--- src/hw/vdVecPkg.sv ---
`default_nettype none

package vdVecPkg;

  // Field widths
  localparam int coordW = 13;
  localparam int intW   = 3;
  localparam int vaddrW = 12;

  // Opcode sits in the top bits of the first word
  localparam int opW   = 3;
  localparam int opLsb = 13;

  // Intensity sits in the top bits of the second VCTR word
  localparam int intLsb = 13;

  // Opcodes
  localparam logic [opW-1:0] opVctr = 3'd0;
  localparam logic [opW-1:0] opAbs  = 3'd1;
  localparam logic [opW-1:0] opHalt = 3'd2;

  ////////////////////////////////////////////////////////////////////////////
  // Line record passed from generator through queue to rasterizer
  ////////////////////////////////////////////////////////////////////////////
  typedef struct packed {
    logic [coordW-1:0] startX;
    logic [coordW-1:0] startY;
    logic [coordW-1:0] endX;
    logic [coordW-1:0] endY;
    logic [intW-1:0]   intensity;
  } lineT;

endpackage

`default_nettype wire

--- src/hw/lineQueue.sv ---
`timescale 1ns/1ns
`default_nettype none

module lineQueue #(
  parameter int DEPTH = 4
) (
  input  wire            clk,
  input  wire            rst,
  input  wire            push,
  input  vdVecPkg::lineT pushLine,
  input  wire            pop,
  output vdVecPkg::lineT headLine,
  output logic           full,
  output logic           empty
);

  localparam int PTR_W = $clog2(DEPTH);
  localparam int CNT_W = $clog2(DEPTH + 1);

  vdVecPkg::lineT   store [DEPTH];
  logic [PTR_W-1:0] wrPtr;
  logic [PTR_W-1:0] rdPtr;
  logic [CNT_W-1:0] count;
  logic             doPush;
  logic             doPop;

  assign doPush = push && !full;
  assign doPop  = pop && !empty;

  // Pointers wrap on their own since DEPTH is a power of two
  always_ff @(posedge clk) begin
    if (rst) begin
      wrPtr <= '0;
      rdPtr <= '0;
      count <= '0;
    end else begin
      if (doPush) begin
        wrPtr <= wrPtr + 1'b1;
      end
      if (doPop) begin
        rdPtr <= rdPtr + 1'b1;
      end
      case ({doPush, doPop})
        2'b10:   count <= count + 1'b1;
        2'b01:   count <= count - 1'b1;
        default: count <= count;
      endcase
    end
  end

  always_ff @(posedge clk) begin
    if (doPush) begin
      store[wrPtr] <= pushLine;
    end
  end

  assign headLine = store[rdPtr];
  assign full     = count == CNT_W'(DEPTH);
  assign empty    = count == '0;

endmodule

`default_nettype wire

--- config.mk ---
export PLATFORM = sky130hd
export DESIGN_NAME = lineQueue
export DESIGN_NICKNAME = d
export VERILOG_FILES = /design/src/hw/vdVecPkg.sv /design/src/hw/lineQueue.sv
export SDC_FILE = /design/constraint.sdc
export NUM_CORES = 1
export LEC_CHECK = 0
export ABC_AREA = 1
export BUFFER_PORTS_ARGS = -buffer_cell sky130_fd_sc_hd__buf_2
export CORE_ASPECT_RATIO = 0.5
export CORE_MARGIN = 2
export CORE_UTILIZATION = 30
export CTS_BUF_LIST = sky130_fd_sc_hd__clkbuf_4
export CTS_CLUSTER_DIAMETER = 30
export DETAILED_ROUTE_END_ITERATION = 7
export GPL_ROUTABILITY_DRIVEN = 1
export PLACE_DENSITY = 0.52
export SYNTH_ARGS = -nofsm -noshare
export SYNTH_HDL_FRONTEND = slang
export SYNTH_SLANG_ARGS = --single-unit
--- constraint.sdc ---
create_clock -name clk -period 3.7 [get_ports clk]
set_input_delay 0.555 -clock clk [delete_from_list [all_inputs] [get_ports clk]]
set_output_delay 0.555 -clock clk [all_outputs]
set_load 0.02 [all_outputs]
# --- Yosys cells after proc, flatten, opt, wreduce, memory -nomap -nowiden ---
# Memory sizes are Yosys's and may differ from the RTL's. A register that Yosys moved wholly into a read port is not among the register bits.
# Cells that the tools add are included.
totals:
  reg_bits: 7
  latchBits: 0
  ram_bits: 220
  mem_bits_ro: 0
  in_bits: 59
  out_inout_bits: 57
  wordCells: 22
  n_memories: 1
memory_table:
  columns: ["memory", "depth", "word_bits", "rd", "rd_ports_with_merged_regs", "wr", "line_no", "rtl"]
  rows:
  - ["store", 4, 55, 1, 1, 1, "lineQueue.sv:20", "vdVecPkg::lineT store [DEPTH];"]
op_classes:
  addsub: 4
  mul: 0
  n_div: 0
  magnitude_cmp: 0
  eq_ne: 3
  shifts: 0
  n_mux: 5
  n_bitwise: 0
  reduce_logical: 6
ops:
  columns: ["op", "n"]
  rows:
  - ["$pmux W3 S2", 1]
  - ["$add A2 B1 Y2 const B", 2]
  - ["$mux W2", 2]
  - ["$add A3 B1 Y3 const B", 1]
  - ["$eq A3 B3 Y1 const B", 1]
  - ["$logic_not A3 Y1", 1]
  - ["$sub A3 B1 Y3 const B", 1]
  - ["$eq A2 B1 Y1 const B", 1]
  - ["$eq A2 B2 Y1 const B", 1]
  - ["$logic_and A1 B1 Y1", 2]
  - ["$logic_not A1 Y1", 2]
  - ["$mux W1", 2]
  - ["$reduce_bool A2 Y1", 1]

# --- Longest topological paths before layout ---
depth:
  ltp_word: 5
  mapped_depth: 13

# --- Least setup slack after synthesis ---
# OpenSTA, ideal clock, no wires.
synth_path:
  path_type: "input to register"
  startpoint: "input port push"
  endpoint: "memory store[0][0] (netlist name), enable pin"
  setup_time_ps: 468
  arrival_ps: 3009
  required_time_ps: 3232
  path_slack_ps: 223
  cell_stages: 2
  n_path_buf: 0
  path_cell_list: "nand2_1 -> nor2_1"
synth_via:
  elab_chain_len: 3
synth_lines:
  columns: ["element", "line_no", "rtl"]
  rows:
  - ["start, declared", "lineQueue.sv:9", "input wire push,"]
  - ["$logic_and A1 B1 Y1", "lineQueue.sv:27", "assign doPush = push && !full;"]
  - ["$mux W1", "lineQueue.sv:52", "if (doPush) begin"]
  - ["$mux W1 (implied by the code)", "lineQueue.sv:53", "store[wrPtr] <= pushLine;"]
  - ["end, declared", "lineQueue.sv:20", null]
# Every way passes these cells.

==> metrics <==
PortBufs=115; Wirelength per Cell=16.8 microns; synth top area cells=edfxtp_1 76%, nor2_1 5.2%, o22ai_1 4.0%; total die area=30200 sq um; nets=816; Vert. Die Dim=124 microns; HPWL Detailed=11.2 mm; Max Fclk=307 MHz; Slew @ Worst Pin=0.909 ns; status=finished clean; register area share after synthesis=78.6%; Synth cell types=17; clock share of power=28.2%; compound-cell area share of the yosys netlist=10.8%; total core area=28000 sq um; reg-to-reg endpoint=store[1][38]; Vias=5348; clock-pin transition on the worst setup and hold timing paths=0.07 ns; largest family of logic cells by synthesized area=compound AO/OA/AOI/OAI gates; HP Class=in2reg; Crit. End Element=output port; initial cell density of the core=30.9%; die width=244 microns; critical path, cell by cell=buf_4, o21ai_0, o22ai_1, buf_2; Num CTS Buffers=55; Comb power frac=25.7%; RSZ-0062 raised after global routing=no; clock latency on the worst-skew pair=0.67 ns; Worst Reg-to-Reg Cells=5; Tot Pwr=6910 uW; Worst path max stage delay=0.65 ns; vias in the first global route=5426; switching power=2300 uW; largest fanout on the critical path=66; Final Hold Vio Count=0; clk root buf=clkbuf_4; mux cell area share after synthesis=0%; Placed Instances=1076; Final Cycle Share=88.2%; # clock sinks=229; P per Cell Area=673 nW/um^2; first-pass GRT wire length=29.6 mm; #FFs+latches synth=229; initial antenna violation count=2; crit path time final=3.26 ns; Flop pwr share=46.1%; Max Cap Violations=0; internal power=4610 uW; Hold EP=store[3][34]; Sw Share=33.3%; CP bufs+invs=2; Area Overhead vs Synth=18.9%; largest net degree at the start of global routing=67; startpoint class of the critical path=register; Final Max Slew Viols=0; vias per std cell=4.57; Max VDD drop=0.210 mV; Slowest cell on crit path=dfxtp_4; TritonCTS clock tree=done; Cells after Synth=602; Filler Cell Count=2706; drt first pass iters=4; # setup viols final=0; largest area contributor in the netlist=edfxtp_1; static leakage=0.00364 uW; Critical Path AT=2.71 ns; post-CTS setup buffer count=0; IO Pins=116; Hold Path Stages=1; Hold Crit Start=pushLine[34]; Slew Limit Headroom=39.4%; Row Count=43; Final Wtd Congestion=0.758; post-synthesis adder-cell area fraction=0.956%; area of the multi-input gates=1570 sq um; Worst Path Required=3.14 ns; share of the synthesized area in the top cell type=76.5%; final std cells w/o fill=1169; Post-Synth Simple-Gate Area=6.16%; Post-Route WL=19.6 mm; Post-CTS Hold Fix Bufs=0; worst r2r src=count[1]; average cell area after synthesis=14.3 sq um; post-synth net total=667; Worst Setup Path Type=reg2out; All-Layer GR Usage=12.8%; post-CTS sizing=0; gr ovfl total=0; TNS Setup=0 ns; fraction of layout cells with a size suffix above 1=28.2%; Post-Synthesis Cell Area=8640 sq um; H-Tree Depth=2; R2R Setup Slk=1.38 ns; antenna viol nets, final=0; buffer depth of the longest clock path=3; number of remaining DRC errors=0; initial drt markers=363; CP delay by family, top=buffers and inverters; Ys Warns=0; flip-flop and latch area=6790 sq um; Worst Skew=0.0424 ns; XOR/XNOR Fraction of Synth Area=0%
[state kept, by name (all words and copies together) (netlist names), named ones only]
name,count
wrPtr,2
store,220
rdPtr,2
count,3
[how the worst max path moves through the flow]
stage                         from      endpoint  slack, ns  depth (start not counted)
after floorplan               push   store[0][0]       0.22                          2
after global placement    register  headLine[44]       0.95                          5
after detailed placement  register  headLine[44]       0.87                          5
after CTS                 register  headLine[44]       0.12                          5
after global routing      register  headLine[44]       0.18                          4
final                     register  headLine[32]       0.44                          4
[cell type report]
class | count | share of cell area (%)
well taps | 382 | 4.66
repair buffers | 127 | 6.61
flip-flops and latches | 229 | 66.2
clock buffers | 83 | 6.07
multi-input cells | 318 | 15.3
diodes | 1 | 0.0244
clock inverters | 9 | 0.402
inverters | 20 | 0.756
[routing by layer]
layer	part of all wire [%]	track usage, %	vias up
li1	-	-	2571
met1	44	15.4	2640
met2	51	22.7	112
met3	3.7	3.10	25
met4	1.6	4.73	0
met5	0	0	-
[layout by cell type (no fill, tap or decap)]
master / instances
nand2_1: 15
o21ai_0: 67
edfxtp_1: 220
buf_4: 11
clkbuf_4: 83
o21ai_1: 45
inv_2: 3
fa_1: 1
nand3_1: 5
diode_2: 1
a21oi_1: 5
buf_2: 115
o22ai_1: 55
dfxtp_1: 7
ha_1: 5
nor2_1: 116
nor2_4: 4
buf_12: 1
clkinv_1: 6
clkinvlp_4: 2
inv_4: 1
inv_1: 17
dfxtp_4: 1
dfxtp_2: 1
[Yosys cell counts]
library cell	count
edfxtp_1	220
nor2_1	120
o21ai_0	67
o22ai_1	55
o21ai_1	45
clkbuf_1	18
inv_1	18
nand2_1	15
buf_6	12
dfxtp_1	9
a21oi_1	5
ha_1	5
nand3_1	5
buf_2	4
inv_2	2
buf_4	1
fa_1	1
[metrics by stage]
| stage | hold slack, ns | utilization [%] | setup slack, ns | cell area [sq um] |
|---|---|---|---|---|
| 6_report | 0.0956 | 36.7 | 0.438 | 10300 |
| 5_1_grt | 0.0418 | 36.7 | 0.184 | 10300 |
| 4_1_cts | 0.0328 | 36.7 | 0.122 | 10300 |
| 3_5_place_dp | 0.489 | 34.3 | 0.872 | 9600 |
| 3_3_place_gp | 0.480 | 34.3 | 0.950 | 9600 |
| 2_1_floorplan | 0.459 | - | 0.223 | 8640 |
[cells by family (layout without fill, tap and decap cells)]
family,after synthesis,after routing
buffers and inverters,55,239
adders and majority gates,6,6
AOI/OAI and AO/OA,172,172
other,0,1
and+or+nand+nor,140,140
DFF,229,229
[power by group through the flow]
stage | Clock, uW | Sequential (uW) | Combinational [uW]
floorplan | 0 | 3190 | 1240
global placement | 0 | 3230 | 1800
detailed placement | 0 | 3240 | 1820
CTS | 2020 | 3190 | 1820
global route | 2140 | 3210 | 1950
finish | 1950 | 3190 | 1770
Power figures use the tool's default switching activity.
