## src/hw/vdVecPkg.sv

```systemverilog
`default_nettype none

package vdVecPkg;

  // Field widths
  localparam int coordW = 13;
  localparam int intW   = 3;
  localparam int vaddrW = 12;

  // Opcode sits in the top bits of the first word
  localparam int opW   = 3;
  localparam int opLsb = 13;

  // Intensity sits in the top bits of the second VCTR word
  localparam int intLsb = 13;

  // Opcodes
  localparam logic [opW-1:0] opVctr = 3'd0;
  localparam logic [opW-1:0] opAbs  = 3'd1;
  localparam logic [opW-1:0] opHalt = 3'd2;

  ////////////////////////////////////////////////////////////////////////////
  // Line record passed from generator through queue to rasterizer
  ////////////////////////////////////////////////////////////////////////////
  typedef struct packed {
    logic [coordW-1:0] startX;
    logic [coordW-1:0] startY;
    logic [coordW-1:0] endX;
    logic [coordW-1:0] endY;
    logic [intW-1:0]   intensity;
  } lineT;

endpackage

`default_nettype wire

```

## src/hw/vectorGen.sv

```systemverilog
`timescale 1ns/1ns
`default_nettype none

module vectorGen #(
  parameter int VEC_DIV = 4
) (
  input  wire                         clk,
  input  wire                         rst,
  input  wire                         go,
  input  wire                         vgRst,
  input  wire [vdVecPkg::vaddrW-1:0]  startAddr,
  input  wire [15:0]                  rdData,
  input  wire                         full,
  output logic [vdVecPkg::vaddrW-1:0] rdAddr,
  output logic                        push,
  output vdVecPkg::lineT              pushLine,
  output logic                        halt
);

  localparam int         DIV_W      = $clog2(VEC_DIV + 1);
  localparam logic [1:0] FETCH_WAIT = 2'd2;

  typedef enum logic [1:0] {sHalt, sWord0, sWord1, sPush} stateT;

  stateT                       state;
  logic [DIV_W-1:0]            divCnt;
  logic                        stepEn;
  logic                        goPend;
  logic [1:0]                  waitCnt;
  logic                        fetchDone;
  logic [vdVecPkg::vaddrW-1:0] pc;
  logic [vdVecPkg::coordW-1:0] beamX;
  logic [vdVecPkg::coordW-1:0] beamY;
  logic [vdVecPkg::coordW-1:0] endX;
  logic [vdVecPkg::coordW-1:0] endY;
  logic [vdVecPkg::intW-1:0]   intensity;
  logic [15:0]                 opWord;
  vdVecPkg::lineT              lineReg;

  // Step enable, one pulse every VEC_DIV clocks
  always_ff @(posedge clk) begin
    if (rst || stepEn) begin
      divCnt <= '0;
    end else begin
      divCnt <= divCnt + 1'b1;
    end
  end

  assign stepEn    = divCnt == DIV_W'(VEC_DIV - 1);
  assign fetchDone = stepEn && (waitCnt == 2'd0);

  // Relative end point, wraps modulo 8192
  assign endX      = beamX + rdData[vdVecPkg::coordW-1:0];
  assign endY      = beamY + opWord[vdVecPkg::coordW-1:0];
  assign intensity = rdData[vdVecPkg::intLsb +: vdVecPkg::intW];

  ////////////////////////////////////////////////////////////////////////////
  // Fetch and decode FSM
  ////////////////////////////////////////////////////////////////////////////
  always_ff @(posedge clk) begin
    if (rst || vgRst) begin
      state   <= sHalt;
      goPend  <= 1'b0;
      waitCnt <= '0;
      pc      <= '0;
      beamX   <= '0;
      beamY   <= '0;
    end else begin
      if (go && state == sHalt) begin
        goPend <= 1'b1;
      end
      if (stepEn && waitCnt != 2'd0) begin
        waitCnt <= waitCnt - 1'b1;
      end
      case (state)
        sHalt: begin
          if (stepEn && goPend) begin
            goPend  <= 1'b0;
            pc      <= startAddr;
            waitCnt <= FETCH_WAIT;
            state   <= sWord0;
          end
        end
        sWord0: begin
          if (fetchDone) begin
            case (rdData[vdVecPkg::opLsb +: vdVecPkg::opW])
              vdVecPkg::opVctr, vdVecPkg::opAbs: begin
                pc      <= pc + 1'b1;
                waitCnt <= FETCH_WAIT;
                state   <= sWord1;
              end
              vdVecPkg::opHalt: state <= sHalt;
              // Unknown opcodes take one word
              default: begin
                pc      <= pc + 1'b1;
                waitCnt <= FETCH_WAIT;
              end
            endcase
          end
        end
        sWord1: begin
          if (fetchDone) begin
            pc      <= pc + 1'b1;
            waitCnt <= FETCH_WAIT;
            if (opWord[vdVecPkg::opLsb +: vdVecPkg::opW] == vdVecPkg::opAbs) begin
              beamX <= rdData[vdVecPkg::coordW-1:0];
              beamY <= opWord[vdVecPkg::coordW-1:0];
              state <= sWord0;
            end else begin
              beamX <= endX;
              beamY <= endY;
              state <= (intensity != '0) ? sPush : sWord0;
            end
          end
        end
        // Next fetch is already under way while the queue is full
        sPush: begin
          if (push) begin
            state <= sWord0;
          end
        end
        default: state <= sHalt;
      endcase
    end
  end

  // First word and the finished line record
  always_ff @(posedge clk) begin
    if (state == sWord0 && fetchDone) begin
      opWord <= rdData;
    end
    if (state == sWord1 && fetchDone) begin
      lineReg.startX    <= beamX;
      lineReg.startY    <= beamY;
      lineReg.endX      <= endX;
      lineReg.endY      <= endY;
      lineReg.intensity <= intensity;
    end
  end

  assign rdAddr   = pc;
  assign push     = (state == sPush) && stepEn && !full;
  assign pushLine = lineReg;
  assign halt     = state == sHalt;

endmodule

`default_nettype wire

```

## config.mk

```make
export PLATFORM = sky130hd
export DESIGN_NAME = vectorGen
export DESIGN_NICKNAME = d
export VERILOG_FILES = /design/src/hw/vdVecPkg.sv /design/src/hw/vectorGen.sv
export SDC_FILE = /design/constraint.sdc
export NUM_CORES = 1
export LEC_CHECK = 0
export ABC_CLOCK_PERIOD_IN_PS = 4750
export BUFFER_PORTS_ARGS = -buffer_cell sky130_fd_sc_hd__buf_2
export CAP_MARGIN = 20
export CORE_MARGIN = 5
export CORE_UTILIZATION = 45
export DETAILED_ROUTE_END_ITERATION = 7
export PLACE_DENSITY = 0.68
export SETUP_SLACK_MARGIN = 0.3
export SYNTH_ARGS = -nofsm -noshare
export SYNTH_HDL_FRONTEND = slang
export SYNTH_SLANG_ARGS = --single-unit
```

## constraint.sdc

```tcl
create_clock -name clk -period 4.75 [get_ports clk]
set_input_delay 0.475 -clock clk [delete_from_list [all_inputs] [get_ports clk]]
set_output_delay 0.475 -clock clk [all_outputs]
set_load 0.01 [all_outputs]
```

== Word-level counts from Yosys, hierarchy flattened ==
Cells that the tools add are included.
Storage, ports and cells
  flip-flop bits (word level): 117
  bits in latches: 0
  bits in writable memories: 0
  bits in read-only memories: 0
  logic and storage cells: 76
  memories: 0
Operators by class
  add/sub/neg operators: 5
  multipliers: 0
  div/mod/pow operators: 0
  $lt $le $gt $ge: 0
  eq/ne operators: 13
  shift operators: 0
  multiplexer cells: 24
  bitwise operators: 0
  reduce and logical (&&, ||, !) cells: 21
Operator list (number)
  $mux 12: 4
  $pmux 12 s3: 1
  $add 13x13->13: 2
  $mux 13: 2
  $mux 2: 11
  $add 12x1->12 const B: 1
  $reduce_and 5->1: 2
  $logic_and 1x1->1: 8
  $ne 2x2->1 const B: 4
  $pmux 2 s4: 1
  $eq 3x1->1 const B: 2
  $eq 3x2->1 const B: 2
  $pmux 2 s3: 1
  $reduce_bool 3->1: 2
  $eq 2x2->1 const B: 2
  $logic_not 2->1: 2
  $pmux 2 s2: 1
  $add 3x1->3 const B: 1
  $logic_not 3->1: 1
  $mux 1: 3
  $ne 3x1->1 const B: 1
  $eq 2x1->1 const B: 1
  $logic_or 1x1->1: 2
  $ne 2x1->1 const B: 1
  5 further kinds: 5

== Depth between registers and ports, before layout ==
  depth after elaboration: 6
  gate-level depth with buffers: 10
  mapped depth without buffers: 8

== Least setup slack after synthesis ==
Ideal clock, no wire load.
  path type: register to register
  start point: register divCnt[0]
  end point: register lineReg (netlist bit pushLine[0]) (enable)
  setup time: 0.441 ns
  arrival: 2.818 ns
  data required time: 4.309 ns
  slack: 1.492 ns
  cell stages (with the launch flop): 7
  buffers on the path: 2
  period minus slack after synthesis: 3.258 ns
  path through: dfxtp_1 -> ha_1 -> ha_1 -> buf_2 -> nand3_1 -> clkinv_1 -> clkbuf_1
On the way
  cells in the longest elaborated chain, start to end: 3
Ends and longest elaborated chain
  start: declaration: line vectorGen.sv:26  | logic [DIV_W-1:0] divCnt;
  start signal: assignment: line vectorGen.sv:45  | divCnt <= divCnt + 1'b1;
  $eq 3x2->1: line vectorGen.sv:49  | assign stepEn = divCnt == DIV_W'(VEC_DIV - 1);
  $logic_and 1x1->1: line vectorGen.sv:50  | assign fetchDone = stepEn && (waitCnt == 2'd0);
  $logic_and 1x1->1: line vectorGen.sv:132  | if (state == sWord1 && fetchDone) begin
  end: declaration: line vectorGen.sv:38  | vdVecPkg::lineT lineReg;
Every way passes these cells.
A chain may end at the register's enable or synchronous reset.

== Worst setup path in the final report ==
  start point: register divCnt[0]
  end point: register beamY[3] (netlist name)
On the way
  cells in the longest elaborated chain, start to end: 3
Ends and longest elaborated chain
  $eq 3x2->1: line vectorGen.sv:49
  $logic_and 1x1->1: line vectorGen.sv:50
  $reduce_and 2->1 (no line)
  end signal: assignment: line vectorGen.sv:107  | beamY <= opWord[vdVecPkg::coordW-1:0];
  end signal: assignment: line vectorGen.sv:111  | beamY <= endY;
  end: declaration: line vectorGen.sv:33  | logic [vdVecPkg::coordW-1:0] beamY;
Every way passes these cells.

==> flow_metrics.tcl <==
set metrics [dict create \
    cts.hold.buffers_added 0 \
    cts-root-buf "clkbuf_16" \
    final-hold-violation-count 0 \
    syn_inst 555 \
    finalSetupTns_ps 0 \
    post_cts_resized 0 \
    p_per_area_nw_per_um2 371.5 \
    grt.busiest_layer "met2" \
    die_y_microns 123.8 \
    synth_ff_type "edfxtp_1" \
    fin_nets 721 \
    cts_tree "yes" \
    antenna_cells 0 \
    wirelength_microns 13580 \
    die_area_sq_um 15330 \
    arrival_ps 3020 \
    rows 41 \
    htree_num_levels 4 \
    grt_max_degree 44 \
    worstMarginPinSlew_ps 857.4 \
    grtUsageMet1_pct 22.48 \
    synth-edff-count 71 \
    wire_per_inst_microns 16.19 \
    vias 4650 \
    reg2reg_slack_ps 2040 \
    ant_nets 0 \
    core_sq_um 12670 \
    start_util_pct 46.01 \
    final_cell_mix "101 x buf_2, 71 x edfxtp_1, 59 x nand2_1" \
    grtUsageMet3_pct 7.084 \
    synth_area_leaders "edfxtp_1 37%, dfxtp_1 16%, ha_1 6.9%" \
    cts.path.max_buffers 2 \
    max_freq_mhz 369.4 \
    crit_path_end_kind "flip-flop" \
    yosysTopAreaCellShare_pct 36.57 \
    layout_commonest_cell "buf_2" \
    grt_pass1_wl_microns 22140 \
    dpl.hpwl_microns 9379 \
    peakVddDrop_v 0.0001841 \
    p_leak_uw 0.002785 \
    post-cts-setup-buffers 0 \
    slew_viol_final 0 \
    syn_avg_cell_area_sq_um 10.50 \
    synth_top_area_cell "edfxtp_1" \
    fill_cells 1071 \
    slew_headroom_pct 42.75 \
    io_pins 102 \
    cts_num_sinks 117 \
    drive_gt1_share_pct 23.54 \
    clk_latency_ps 410 \
    grt_overflow 0 \
    period_share_pct 56.99 \
    clkTransAtPathRegs_ps 50 \
    clock_skew_ps 5.655 \
    hp-class "input port to flip-flop" \
    rsz0062_at_grt "no" \
    drcViolationCount 0 \
    portBuffers 101 \
    syn_to_final_growth_pct 23.03 \
    viasPerCell 5.542 \
    fin_area_sq_um 7172 \
    path_delay_family "buffers and inverters" \
    use_met2_pct 30.11 \
    grtUsageTotal_pct 18.79 \
    cts_made_buffers 17 \
    synth_seq_cells 117 \
    path_max_fanout 43 \
    async_flop_share_pct 0 \
    critPathKind "flip-flop to flip-flop" \
    die_w_microns 123.8 \
    place_congestion 0.8781 \
    synth_cell_types 63 \
    syn_area_sq_um 5829 \
    drt_iter0_drc 349 \
    crit_path_start_kind "flip-flop" \
    drt_pass1_iterations 5 \
    path_buf_inv 3 \
    cp_data_required_time_ps 5060 \
    seq_area_frac_synth_pct 52.37 \
    antenna_found_initial 0 \
    drv_cap 0 \
    grt_pass1_vias 4546 \
    place_area_sq_um 6445 \
    syn_nets 622 \
    slowest_delay_ps 660 \
    yosysWarnings 0 \
    power_uw 2664 \
    outcome "finished, final reports clean" \
    setup_viol 0 \
    fin_crit_ps 2707 \
    path_cells "ha_1 -> ha_1 -> nand3_1 -> buf_4 -> inv_2 -> buf_4 -> nor2_1 -> a311oi_1" \
    crit_slowest_cell "inv_2" \
]
==> worst reg2reg max path: stages (launching register included) <==
cell and delay (ps):
dfxtp_1 340, ha_1 150, ha_1 350, nand3_1 110, buf_4 250, inv_2 670
buf_4 410, nor2_1 70, a311oi_1 250
==> flip-flops by register name (all words and copies together), names as in the netlist <==
name and cells:
pushLine 55, opWord 16, beamX 13, beamY 13, rdAddr 12, divCnt 3
state 2, waitCnt 2, goPend 1
==> layout make-up <==
cell class | count | area [sq um] | area share, %
Inverter | 14 | 52.55 | 0.7327
Clock inverter | 13 | 251.5 | 3.507
Tap cell | 172 | 215.2 | 3.001
Clock buffer | 19 | 452.9 | 6.315
Timing Repair Buffer | 107 | 558.0 | 7.781
Multi-Input combinational cell | 397 | 2589 | 36.10
Sequential cell | 117 | 3053 | 42.57
==> cell families (layout without fill, tap and decap cells) <==
| logic type | count (synthesis) | count (layout) | share of synthesized area (%) |
|---|---|---|---|
| AND/OR/NAND/NOR | 167 | 167 | 12.88 |
| AO/OA/AOI/OAI | 164 | 164 | 18.91 |
| flip-flops | 117 | 117 | 52.37 |
| buffers and inverters | 41 | 153 | 3.219 |
| adder cells (fa/ha/maj) | 34 | 34 | 7.555 |
| XOR/XNOR | 23 | 23 | 3.456 |
| multiplexers | 9 | 9 | 1.610 |
==> worst paths after layout <==
kind,end,depth (start not counted),from
min,divCnt[2],2,rst
max reg2reg,beamY[3],8,divCnt[0]
max,beamY[3],8,divCnt[0]
min reg2reg,divCnt[0],1,divCnt[0]
==> cells in the mapped netlist, drive strengths merged (9+ instances only) <==
cell type,n
o21ai,40
nand3,17
nand2,59
clkbuf,16
dfxtp,46
nor2,54
xnor2,16
edfxtp,71
a21oi,48
a21o,11
ha,32
a311oi,12
inv,13
buf,11
a211oi,9
==> power breakdown <==
group | total, uW | internal [uW] | switching, uW
clock network | 1510 | 1060 | 449
logic | 76.4 | 30.9 | 45.5
registers | 1080 | 1070 | 2.38
==> routing by layer <==
layer  wire length [microns]  part of all wire, %
met4                     302                  2.2
met1                    5713                   42
met2                    6453                   48
met5                       0                    0
met3                    1110                  8.2
==> metrics by stage <==
stage,std cells,hold WS [ps],worst slack (ps),utilization (%)
floorplan,555,400.3,1492,-
global placement,805,411.7,2121,50.86
detailed placement,805,427.1,2041,50.86
CTS,837,257.2,2025,56.42
global route,839,261.0,1762,56.60
finish,839,277.0,2043,56.60
(Power assumes the default switching activity.)
