$ cat config.mk
export PLATFORM = sky130hd
export DESIGN_NAME = vdApbRegs
export DESIGN_NICKNAME = d
export VERILOG_FILES = /design/src/hw/vdBusPkg.sv /design/src/hw/vdVecPkg.sv /design/src/hw/vdApbRegs.sv
export SDC_FILE = /design/constraint.sdc
export NUM_CORES = 1
export LEC_CHECK = 0
export BUFFER_PORTS_ARGS = -buffer_cell sky130_fd_sc_hd__buf_2
export CORE_MARGIN = 3
export CORE_UTILIZATION = 42
export CTS_CLUSTER_SIZE = 14
export DETAILED_ROUTE_END_ITERATION = 12
export PLACE_DENSITY = 0.85
export SYNTH_ARGS = -nofsm -noshare
export SYNTH_HDL_FRONTEND = slang
export SYNTH_SLANG_ARGS = --single-unit
$ cat constraint.sdc
create_clock -name clk -period 2 [get_ports clk]
set_input_delay 0.3 -clock clk [delete_from_list [all_inputs] [get_ports clk]]
set_output_delay 0.3 -clock clk [all_outputs]
set_load 0.005 [all_outputs]
$ cat src/hw/vdBusPkg.sv
`default_nettype none

package vdBusPkg;

  // Register offsets within the APB window
  localparam logic [15:0] regCtrl   = 16'h0000;
  localparam logic [15:0] regStatus = 16'h0004;
  localparam logic [15:0] regStart  = 16'h0008;
  localparam logic [15:0] regLines  = 16'h000C;

  // CTRL bits, both act as write pulses
  localparam int ctrlGo    = 0;
  localparam int ctrlVgRst = 1;

  // STATUS bits
  localparam int statHalt  = 0;
  localparam int statEmpty = 1;

  // Vector RAM write window, one word every 4 bytes
  localparam logic [15:0] vramBase  = 16'h4000;
  localparam int          vramWords = 4096;

endpackage

`default_nettype wire

$ cat src/hw/vdVecPkg.sv
`default_nettype none

package vdVecPkg;

  // Field widths
  localparam int coordW = 13;
  localparam int intW   = 3;
  localparam int vaddrW = 12;

  // Opcode sits in the top bits of the first word
  localparam int opW   = 3;
  localparam int opLsb = 13;

  // Intensity sits in the top bits of the second VCTR word
  localparam int intLsb = 13;

  // Opcodes
  localparam logic [opW-1:0] opVctr = 3'd0;
  localparam logic [opW-1:0] opAbs  = 3'd1;
  localparam logic [opW-1:0] opHalt = 3'd2;

  ////////////////////////////////////////////////////////////////////////////
  // Line record passed from generator through queue to rasterizer
  ////////////////////////////////////////////////////////////////////////////
  typedef struct packed {
    logic [coordW-1:0] startX;
    logic [coordW-1:0] startY;
    logic [coordW-1:0] endX;
    logic [coordW-1:0] endY;
    logic [intW-1:0]   intensity;
  } lineT;

endpackage

`default_nettype wire

$ cat src/hw/vdApbRegs.sv
`timescale 1ns/1ns
`default_nettype none

module vdApbRegs (
  input  wire                         clk,
  input  wire                         rst,
  input  wire                         PSEL,
  input  wire                         PENABLE,
  input  wire                         PWRITE,
  input  wire [15:0]                  PADDR,
  input  wire [31:0]                  PWDATA,
  output logic [31:0]                 PRDATA,
  output logic                        PREADY,
  output logic                        PSLVERR,
  input  wire                         halt,
  input  wire                         queueEmpty,
  input  wire                         lineDone,
  output logic                        vramWe,
  output logic [vdVecPkg::vaddrW-1:0] vramWaddr,
  output logic [15:0]                 vramWdata,
  output logic                        vgGo,
  output logic                        vgRst,
  output logic [vdVecPkg::vaddrW-1:0] startAddr
);

  logic        access;
  logic        isCtrl;
  logic        isStatus;
  logic        isStart;
  logic        isLines;
  logic        inVram;
  logic [15:0] vramOffset;
  logic [31:0] lineCount;

  // Zero wait states, everything happens in the access phase
  assign access = PSEL && PENABLE;
  assign PREADY = 1'b1;

  assign isCtrl   = PADDR == vdBusPkg::regCtrl;
  assign isStatus = PADDR == vdBusPkg::regStatus;
  assign isStart  = PADDR == vdBusPkg::regStart;
  assign isLines  = PADDR == vdBusPkg::regLines;

  assign vramOffset = PADDR - vdBusPkg::vramBase;
  assign inVram = (PADDR >= vdBusPkg::vramBase) && (PADDR[1:0] == 2'b00) &&
                  (32'(PADDR) < 32'(vdBusPkg::vramBase) + vdBusPkg::vramWords * 4);

  // Window is write only
  assign PSLVERR = access && (inVram ? !PWRITE : !(isCtrl || isStatus || isStart || isLines));

  assign vramWe    = access && PWRITE && inVram;
  assign vramWaddr = vramOffset[vdVecPkg::vaddrW+1:2];
  assign vramWdata = PWDATA[15:0];

  assign vgGo  = access && PWRITE && isCtrl && PWDATA[vdBusPkg::ctrlGo];
  assign vgRst = access && PWRITE && isCtrl && PWDATA[vdBusPkg::ctrlVgRst];

  always_comb begin
    PRDATA = '0;
    if (access && !PWRITE) begin
      if (isStatus) begin
        PRDATA[vdBusPkg::statHalt]  = halt;
        PRDATA[vdBusPkg::statEmpty] = queueEmpty;
      end else if (isStart) begin
        PRDATA[vdVecPkg::vaddrW-1:0] = startAddr;
      end else if (isLines) begin
        PRDATA = lineCount;
      end
    end
  end

  always_ff @(posedge clk) begin
    if (rst) begin
      startAddr <= '0;
    end else if (access && PWRITE && isStart) begin
      startAddr <= PWDATA[vdVecPkg::vaddrW-1:0];
    end
  end

  // Lines finished by the rasterizer
  always_ff @(posedge clk) begin
    if (rst) begin
      lineCount <= '0;
    end else if (lineDone) begin
      lineCount <= lineCount + 1'b1;
    end
  end

endmodule

`default_nettype wire

# ---- Word level (Yosys, flattened, before mapping)
# Index checks and enable logic that the tools add are counted.
dict set report totals {
  ff_bits 44
  latch_bits 0
  mem_bits_rw 0
  romBits 0
  inputBits 56
  output_inout_bits 77
  wordCells 34
  mem_count 0
}
dict set report classes {
  n_addsub 2
  n_mul 0
  div 0
  magnitude_cmp 2
  eq_ne 3
  n_shift 0
  mux 7
  bitwise 0
  reduce_logical 18
}
# operator count
set ops {}
lappend ops {{32-bit two-way mux} 2}
lappend ops {{32-bit by 1-bit adder with 32-bit output, second input constant} 1}
lappend ops {{16-bit by 4-bit == test with 1-bit output, second input constant} 2}
lappend ops {{30-bit two-way mux} 1}
lappend ops {{20-bit two-way mux} 1}
lappend ops {{16-bit by 3-bit == test with 1-bit output, second input constant} 1}
lappend ops {{16-bit by 15-bit >= comparator with 1-bit output, second input constant} 1}
lappend ops {{16-bit logical NOT} 1}
lappend ops {{16-bit < comparator, second input constant} 1}
lappend ops {{14-bit by 1-bit subtractor with 14-bit output, second input constant} 1}
lappend ops {{12-bit two-way mux} 1}
lappend ops {{1-bit logical AND} 11}
lappend ops {{1-bit logical OR} 3}
lappend ops {{1-bit logical NOT} 2}
lappend ops {{2-bit logical NOT} 1}
lappend ops {{2-bit two-way mux} 1}
lappend ops {{1-bit two-way mux} 1}

# ---- Longest topological paths before layout
# Gate-level depths: netlist (run 1).
dict set report depth {
  word_depth 7
  ltp_mapped 7
  mapped_depth_nobuf 5
}

# ---- Worst setup path before layout (run 1)
# Ideal clock, no wire load.
dict set report synth_path {
  path_type {reg2reg}
  start {register lineCount[0]}
  end {register lineCount[22]}
  t_arrival_ns 1.808
  path_slack_ns 0.071
  path_stages_with_launch 8
  path_cell_list {dfxtp_1 -> ha_1 -> and4_2 -> clkbuf_1 -> nand4_1 -> clkbuf_1 -> nor4_1 -> mux2_2}
}
dict set report synth_via {
  elab_chain_cells 1
}
# element line_no
set synth_lines {}
lappend synth_lines {{start: declaration} vdApbRegs.sv:33} ;# logic [31:0] lineCount;
lappend synth_lines {{start signal: assignment} vdApbRegs.sv:85} ;# lineCount <= lineCount + 1'b1;
lappend synth_lines {{32-bit by 1-bit adder with 32-bit output} vdApbRegs.sv:85}
# No other way between the ends.
# A chain may end at the register's enable or synchronous reset.

# ---- Worst setup path in the final report (run 1)
dict set report layout_path {
  start {input port PADDR[7]}
  end {output port PRDATA[13]}
}
dict set report layout_via {
  elab_chain_cells 5
}
# element line_no
set layout_lines {}
lappend layout_lines {{start: declaration} vdApbRegs.sv:10} ;# input wire [15:0] PADDR,
lappend layout_lines {{16-bit by 4-bit == test with 1-bit output} vdApbRegs.sv:42} ;# assign isLines = PADDR == vdBusPkg::regLines;
lappend layout_lines {{32-bit two-way mux} vdApbRegs.sv:66} ;# end else if (isLines) begin
lappend layout_lines {{20-bit two-way mux} vdApbRegs.sv:64} ;# end else if (isStart) begin
lappend layout_lines {{30-bit two-way mux *} vdApbRegs.sv:61} ;# if (isStatus) begin
lappend layout_lines {{32-bit two-way mux *} vdApbRegs.sv:60} ;# if (access && !PWRITE) begin
lappend layout_lines {{end: declaration} vdApbRegs.sv:12} ;# output logic [31:0] PRDATA,
# Mark *: on every way between the ends. The rest lies on a longest branch, timed or not.

==> flow_summary_export.csv, run 1 <==
group,metric,value,unit
timing,slew_violations,0,
place,dpl.hpwl,5740,um
critical_path,cp-end-kind,"primary output",
pwr,ir_drop,0.291,mV
place,port_buffers,107,
cells_and_area,fin_nets,506,
clock_tree,clock-sinks,44,
die,io_pins,133,
clock_tree,cts_tree,"built",
critical_path,cp-start-kind,"input pin",
die,initial_utilization,45.0,%
drt,drt-wirelength-per-cell,14.7,um
cells_and_area,nFillCells,534,
grt,grt_start_max_net_pins,40,
timing,post-route-period-util,100,%
timing,fin_crit,2000,ps
critical_path,crit_buf_inv,4,
place,dpl_cell_area,3290,um2
drt,drc,0,
drt,drtIter0Drc,165,
logic_synthesis,synth_cells,352,
timing,setup_viol,3,
drt,ant_nets,0,
critical_path,path_class,"in2out",
pwr,p_leak,1.50,nW
critical_path,required,1700,ps
clock_tree,root_buffer,"clkbuf_8",
grt,gr-total-overflow,0,
logic_synthesis,yosys-top-cells-area,"dfxtp_1 (32%), buf_4 (8.2%), a21oi_1 (5.3%)",
logic_synthesis,synthArstFlopShare,0,%
die,fp.coreArea,6130,um2
logic_synthesis,synth_top_area_share,32.0,%
critical_path,cp_max_fo,8,
cells_and_area,num_antenna_cells,0,
drt,wl,7710,um
logic_synthesis,synth_edf_count,0,
critical_path,worstPathCellList,"buf_2 -> nor4_2 -> nand2_2 -> buf_6 -> nor3_4 -> buf_6 -> and2_1 -> buf_2",
grt,grt_use_total,19.4,%
cells_and_area,drive_above_1_share,39.8,%
logic_synthesis,syn_area,2760,um2
cells_and_area,final_cell_area,3570,um2
critical_path,crit_arrival,1700,ps
critical_path,critical_path.top_delay_family,"simple AND/OR/NAND/NOR gates",
timing,rsz0062_at_grt,"true",
timing,hold_viol_final,0,
logic_synthesis,synth_seq_cells,44,
timing,fin_skew,9.25,ps
grt,grt_pass1_wl,11900,um
critical_path,cp_slowest_cell,"nor4_2",
clock_tree,path_clk_slew,90,ps
logic_synthesis,ys_types,41,
run,maxCapViolations,0,
timing,setup_ws,-1.71,ps
status,violations,"negative setup slack",
drt,num_vias,2902,
logic_synthesis,yosysSeqAreaShare,32.0,%
critical_path,critical_path.max_stage_delay,390,ps
clock_tree,ctsHoldBuffers,0,
pwr,powerDensity,454,nW/um2
die,die_area,7570,um2
hold_path,hold_class,"in2reg",
logic_synthesis,synthFlopType,"dfxtp_1",
clock_tree,cts_htree_levels,2,
grt,antenna_found_initial,0,
die,die_h,87.0,um
drt,first_pass_iters,4,
clock_tree,cts_inserted_buffers,5,
logic_synthesis,synth_largest_area_cell,"dfxtp_1",
status,status,"finished with violations",
grt,first_global_vias,2654,
logic_synthesis,yosys_warnings,0,
die,die_w,87.0,um
clock_tree,clk_latency,300,ps
logic_synthesis,synth_nets,409,
cells_and_area,area_growth,29.5,%
place,dpl_worst_slack,-89.3,ps
place,routabilityCongestion,0.909,
pwr,power,1.62,mW
cells_and_area,layout.cells.non_filler,525,
drt,viasPerCell,5.53,
place,post-place-cells,513,
timing,fmax,500,MHz
die,rows,28,
logic_synthesis,synth.avg_cell_area,7.83,um2
clock_tree,clock_path_buffers,2,
stage by stage:
stage / utilization [%] / hold slack [ps] / setup TNS (ps)
after floorplan: - / 446 / 0
after global placement: 53.7 / 462 / -423
after detailed placement: 53.7 / 483 / -1430
after CTS: 55.8 / 243 / 0
after global routing: 58.2 / 253 / -1270
final: 58.2 / 251 / -2.24
worst paths after layout:
| check | startpoint | end | slack (ps) | cells after the start |
|---|---|---|---|---|
| worst min-delay path | PWDATA[7] | startAddr[7] | 250 | 3 |
| worst max register to register | lineCount[17] | lineCount[26] | 90 | 4 |
| worst max-delay path | PADDR[7] | PRDATA[13] | -2 | 8 |
| worst min register to register | startAddr[1] | startAddr[1] | 500 | 2 |
registers in the layout, summed over array words and instances, names as in the netlist:
| name | cells |
|---|---|
| startAddr | 12 |
| lineCount | 32 |
report_power, final:
group | switching (mW) | leakage [nW] | internal [mW]
Clock | 0.317 | 0.0414 | 0.249
Combinational | 0.0927 | 1.10 | 0.0791
Sequential | 0.00260 | 0.355 | 0.879
Yosys cell counts, types with 2 or more instances:
cell type   n
nand3_1    21
or4_1       6
or3_1      10
o41ai_1     4
nand4_2     2
nor4_1     13
nand4_1    10
and3_1      4
mux2i_1    11
nor2b_1     5
a211o_1     2
nor3_1      5
dfxtp_1    44
mux2_2      5
nand2_1    17
o31ai_1     5
inv_1      11
nor2_1     30
a211oi_1    2
or4b_1      4
and4_1      5
and2_1     17
buf_1       3
o21ai_0    20
or2_2       2
xnor2_1     5
xor2_1      5
clkbuf_1   14
a21oi_1    29
buf_4      30
cell type report:
class,count,area (um2),share of cell area [%]
timing repair buffer,140,830,23.2
multi-input combinational,247,1630,45.8
tap,75,93.8,2.63
inverter,11,41.3,1.16
clock buffer,6,72.6,2.03
sequential,44,882,24.7
clock inverter,2,16.3,0.456
per-layer routing:
layer,wire length [um],vias up,part of all wire (%),GRT usage (%)
met1,3200,1349,42,23.9
met3,490,21,6.4,4.35
li1,-,1429,-,-
met4,163,0,2.1,5.95
met2,3860,103,50,33.5
met5,0,-,0,0
cells in the final DEF (no fill, tap or decap), types with 2 or more instances in the layout:
cell and count:
nor2_1 29, a21oi_1 29, clkbuf_8 5, or4_1 6, buf_2 102, nor4_4 2
or3_4 3, and2_1 14, a211o_1 2, nand2_1 15, or3_1 7, a211oi_2 2
nand3_1 21, o41ai_1 4, o21ai_0 20, nor4_2 5, or4b_1 4, nor2b_1 5
xor2_1 5, nor4_1 7, nand2_2 2, nand4_1 10, xnor2_1 5, and2_4 3
nor3_1 5, buf_6 9, o31ai_1 5, buf_4 29, mux2_2 5, dfxtp_1 43
and3_1 4, or2_2 2, nand4_2 2, and4_1 5, mux2i_1 11, inv_1 11
worst reg2reg max path: cells and delay by family, from the launching register on:
family	cells	cell delay, ps
compound gates	1	180
simple gates	3	1210
flops	1	450
kinds of logic (layout without fill, tap and decap cells):
group,Yosys count,after routing,share of synthesized area (%)
AND/OR/NAND/NOR,157,157,32.8
buffers and inverters,61,159,12.8
AO/OA/AOI/OAI,62,62,12.7
other,1,1,0.136
flip-flops,44,44,32.0
multiplexers,16,16,6.04
XOR/XNOR,10,10,3.18
adder cells (fa/ha/maj),1,1,0.454
timing repair:
item                                    4_1_cts  5_1_grt
gates resized for setup                       5       27
cloned                                        0        1
pin swaps                                     0        4
endpoints found under the setup margin       30       27
setup buffers                                 1        2
Note: power is estimated with default switching activity, not from simulation.
==> run 2, diff against run 1 <==
==> constraint.sdc (replaced) <==
create_clock -name clk -period 2 [get_ports clk]
set_input_delay 0.3 -clock clk [delete_from_list [all_inputs] [get_ports clk]]
set_output_delay 0.3 -clock clk [all_outputs]
set_load 0.1 [all_outputs]
==> run 2 against run 1 <==
  * The run still ends with negative setup slack left
  * Sequential share of layout area down 4.9 points
  * Total power increased by 29%
  * Count of clock-buffer cells in the layout decreased by 1
  * Critical endpoint is now PRDATA[0]
  * Global-route usage is 5.6 points higher
  * Setup slack lost 110 ps
  * Core utilization increased by 15 points
  * Die area did not move
  * Wire length increased by 25%
==> flow_summary_export.csv, run 2 (synthesis gave the netlist of run 1 again) <==
group,metric,value,unit
hold_path,hold_class,"in2reg",
place,dpl_cell_area,4140,um2
timing,hold_viol_final,0,
drt,first_pass_iters,5,
drt,drtIter0Drc,198,
cells_and_area,num_antenna_cells,0,
timing,slew_headroom,66.1,%
critical_path,cp_max_fo,6,
status,violations,"negative setup slack",
grt,grt_start_max_net_pins,33,
place,routabilityCongestion,0.795,
die,die_area,7570,um2
cells_and_area,top_regs,"lineCount: 32 flops, startAddr: 12 flops",
critical_path,r2r_end,"lineCount[27]",
grt,antenna_found_initial,0,
grt,grt_use_total,25.1,%
timing,tightest_slew,511,ps
die,initial_utilization,45.0,%
cells_and_area,area_growth,62.6,%
critical_path,timing.rr.start,"lineCount[4]",
grt,busiest_layer,"met2",
grt,use_met1,28.1,%
drt,num_vias,3145,
critical_path,reg2reg_depth,4,
drt,drc,0,
timing,slew_violations,0,
pwr,ir_drop,0.393,mV
drt,viasPerCell,5.90,
cells_and_area,largest_register_ffs,32,
grt,first_global_vias,3088,
die,rows,28,
clock_tree,cts_tree,"built",
drt,ant_nets,0,
die,die_h,87.0,um
cells_and_area,nFillCells,384,
drt,wl,9670,um
cells_and_area,final_common_cell,"buf_2",
timing,fin_skew,8.55,ps
cells_and_area,largest-register,"lineCount",
critical_path,required,1700,ps
timing,rsz0062_at_grt,"true",
run,maxCapViolations,0,
clock_tree,path_clk_slew,80,ps
clock_tree,clk_latency,310,ps
hold_path,hp-start,"PWDATA[3]",
place,dpl.hpwl,6440,um
clock_tree,clock_path_buffers,2,
grt,met2_usage,46.4,%
hold_path,holdPathEnd,"startAddr[3]",
clock_tree,ctsHoldBuffers,0,
die,io_pins,133,
die,fp.coreArea,6130,um2
cells_and_area,fin_util,73.1,%
clock_tree,cts_inserted_buffers,5,
cells_and_area,drive_above_1_share,48.0,%
critical_path,reg2reg_slack,30,ps
critical_path,cp-start-kind,"input pin",
timing,setup_ws,-112,ps
critical_path,cp-end-kind,"primary output",
clock_tree,root_buffer,"clkbuf_8",
drt,drt-wirelength-per-cell,18.1,um
clock_tree,clock-sinks,44,
grt,grt_pass1_wl,15100,um
place,port_buffers,107,
clock_tree,cts_htree_levels,2,
timing,fin_crit,2110,ps
cells_and_area,fin_nets,515,
pwr,p_leak,1.78,nW
grt,gr-total-overflow,0,
place,post-place-cells,518,
cells_and_area,final_cell_area,4480,um2
critical_path,path_class,"in2out",
timing,fmax,473,MHz
cells_and_area,mostFrequentLayoutCells,"buf_2 (64), dfxtp_1 (39), buf_4 (38)",
status,status,"finished with violations",
timing,setup_viol,30,
grt,use_met3,4.64,%
timing,post-route-period-util,106,%
cells_and_area,layout.cells.non_filler,533,
critical_path,crit_arrival,1810,ps
pwr,powerDensity,467,nW/um2
die,die_w,87.0,um
hold_path,min_path_cells,3,
[run 2: cell types whose count changed in the layout (fill, tap and decap cells not counted), sizes merged]
cell	before	now
clkinvlp	1	0
clkbuf	6	5
buf	140	149
bufinv	0	2
clkinv	1	0
[run 2: layout make-up]
| cell class | instances | area [um2] | share of cell area [%] |
|---|---|---|---|
| clock buffers | 5 | 68.8 | 1.54 |
| clock inverters | 2 | 60.1 | 1.34 |
| inverters | 11 | 41.3 | 0.922 |
| multi-input cells | 247 | 1860 | 41.5 |
| flip-flops and latches | 44 | 887 | 19.8 |
| well taps | 75 | 93.8 | 2.09 |
| repair buffers | 149 | 1470 | 32.8 |
[run 2: worst max path at each step]
stage	start	end	slack (ps)
floorplan	PADDR[15]	PRDATA[0]	-420
global placement	PADDR[5]	PRDATA[4]	-110
detailed placement	PADDR[15]	PRDATA[0]	-180
CTS	PADDR[10]	PRDATA[17]	-90
global route	PADDR[4]	PRDATA[10]	-190
finish	PADDR[13]	PRDATA[0]	-110
[run 2: per-stage QoR]
stage / setup WS [ps] / TNS [ps] / hold WS (ps) / total power [mW]
floorplan: -423 / -6400 / 444 / 1.25
global placement: -107 / -2940 / 458 / 1.27
detailed placement: -179 / -3920 / 466 / 1.28
CTS: -90.0 / -1700 / 248 / 2.07
global route: -189 / -4850 / 256 / 2.13
finish: -112 / -2020 / 250 / 2.09
[run 2: layer usage]
layer	part of all wire (%)	wire length, um	up-vias
li1	-	-	1438
met1	36	3510	1497
met2	53	5160	177
met3	7.4	713	33
met4	2.9	277	0
met5	0	0	-
[run 2: what timing repair did]
item	CTS	global route
resized for setup	24	9
gates cloned	2	0
pin swaps	18	8
setup endpoints to repair	36	43
setup buffers	4	2
[run 2: report_power, final]
part / switching, mW / internal, mW
Sequential: 0.00799 / 0.880
Combinational: 0.307 / 0.0942
Clock: 0.310 / 0.492
[run 2: worst max-delay path: stages]
cell and delay, ps:
buf_8 100, nor4_4 340, buf_4 180, nand3_4 80
buf_6 170, nor4_4 240, buf_4 170, a211oi_4 50
buf_12 170
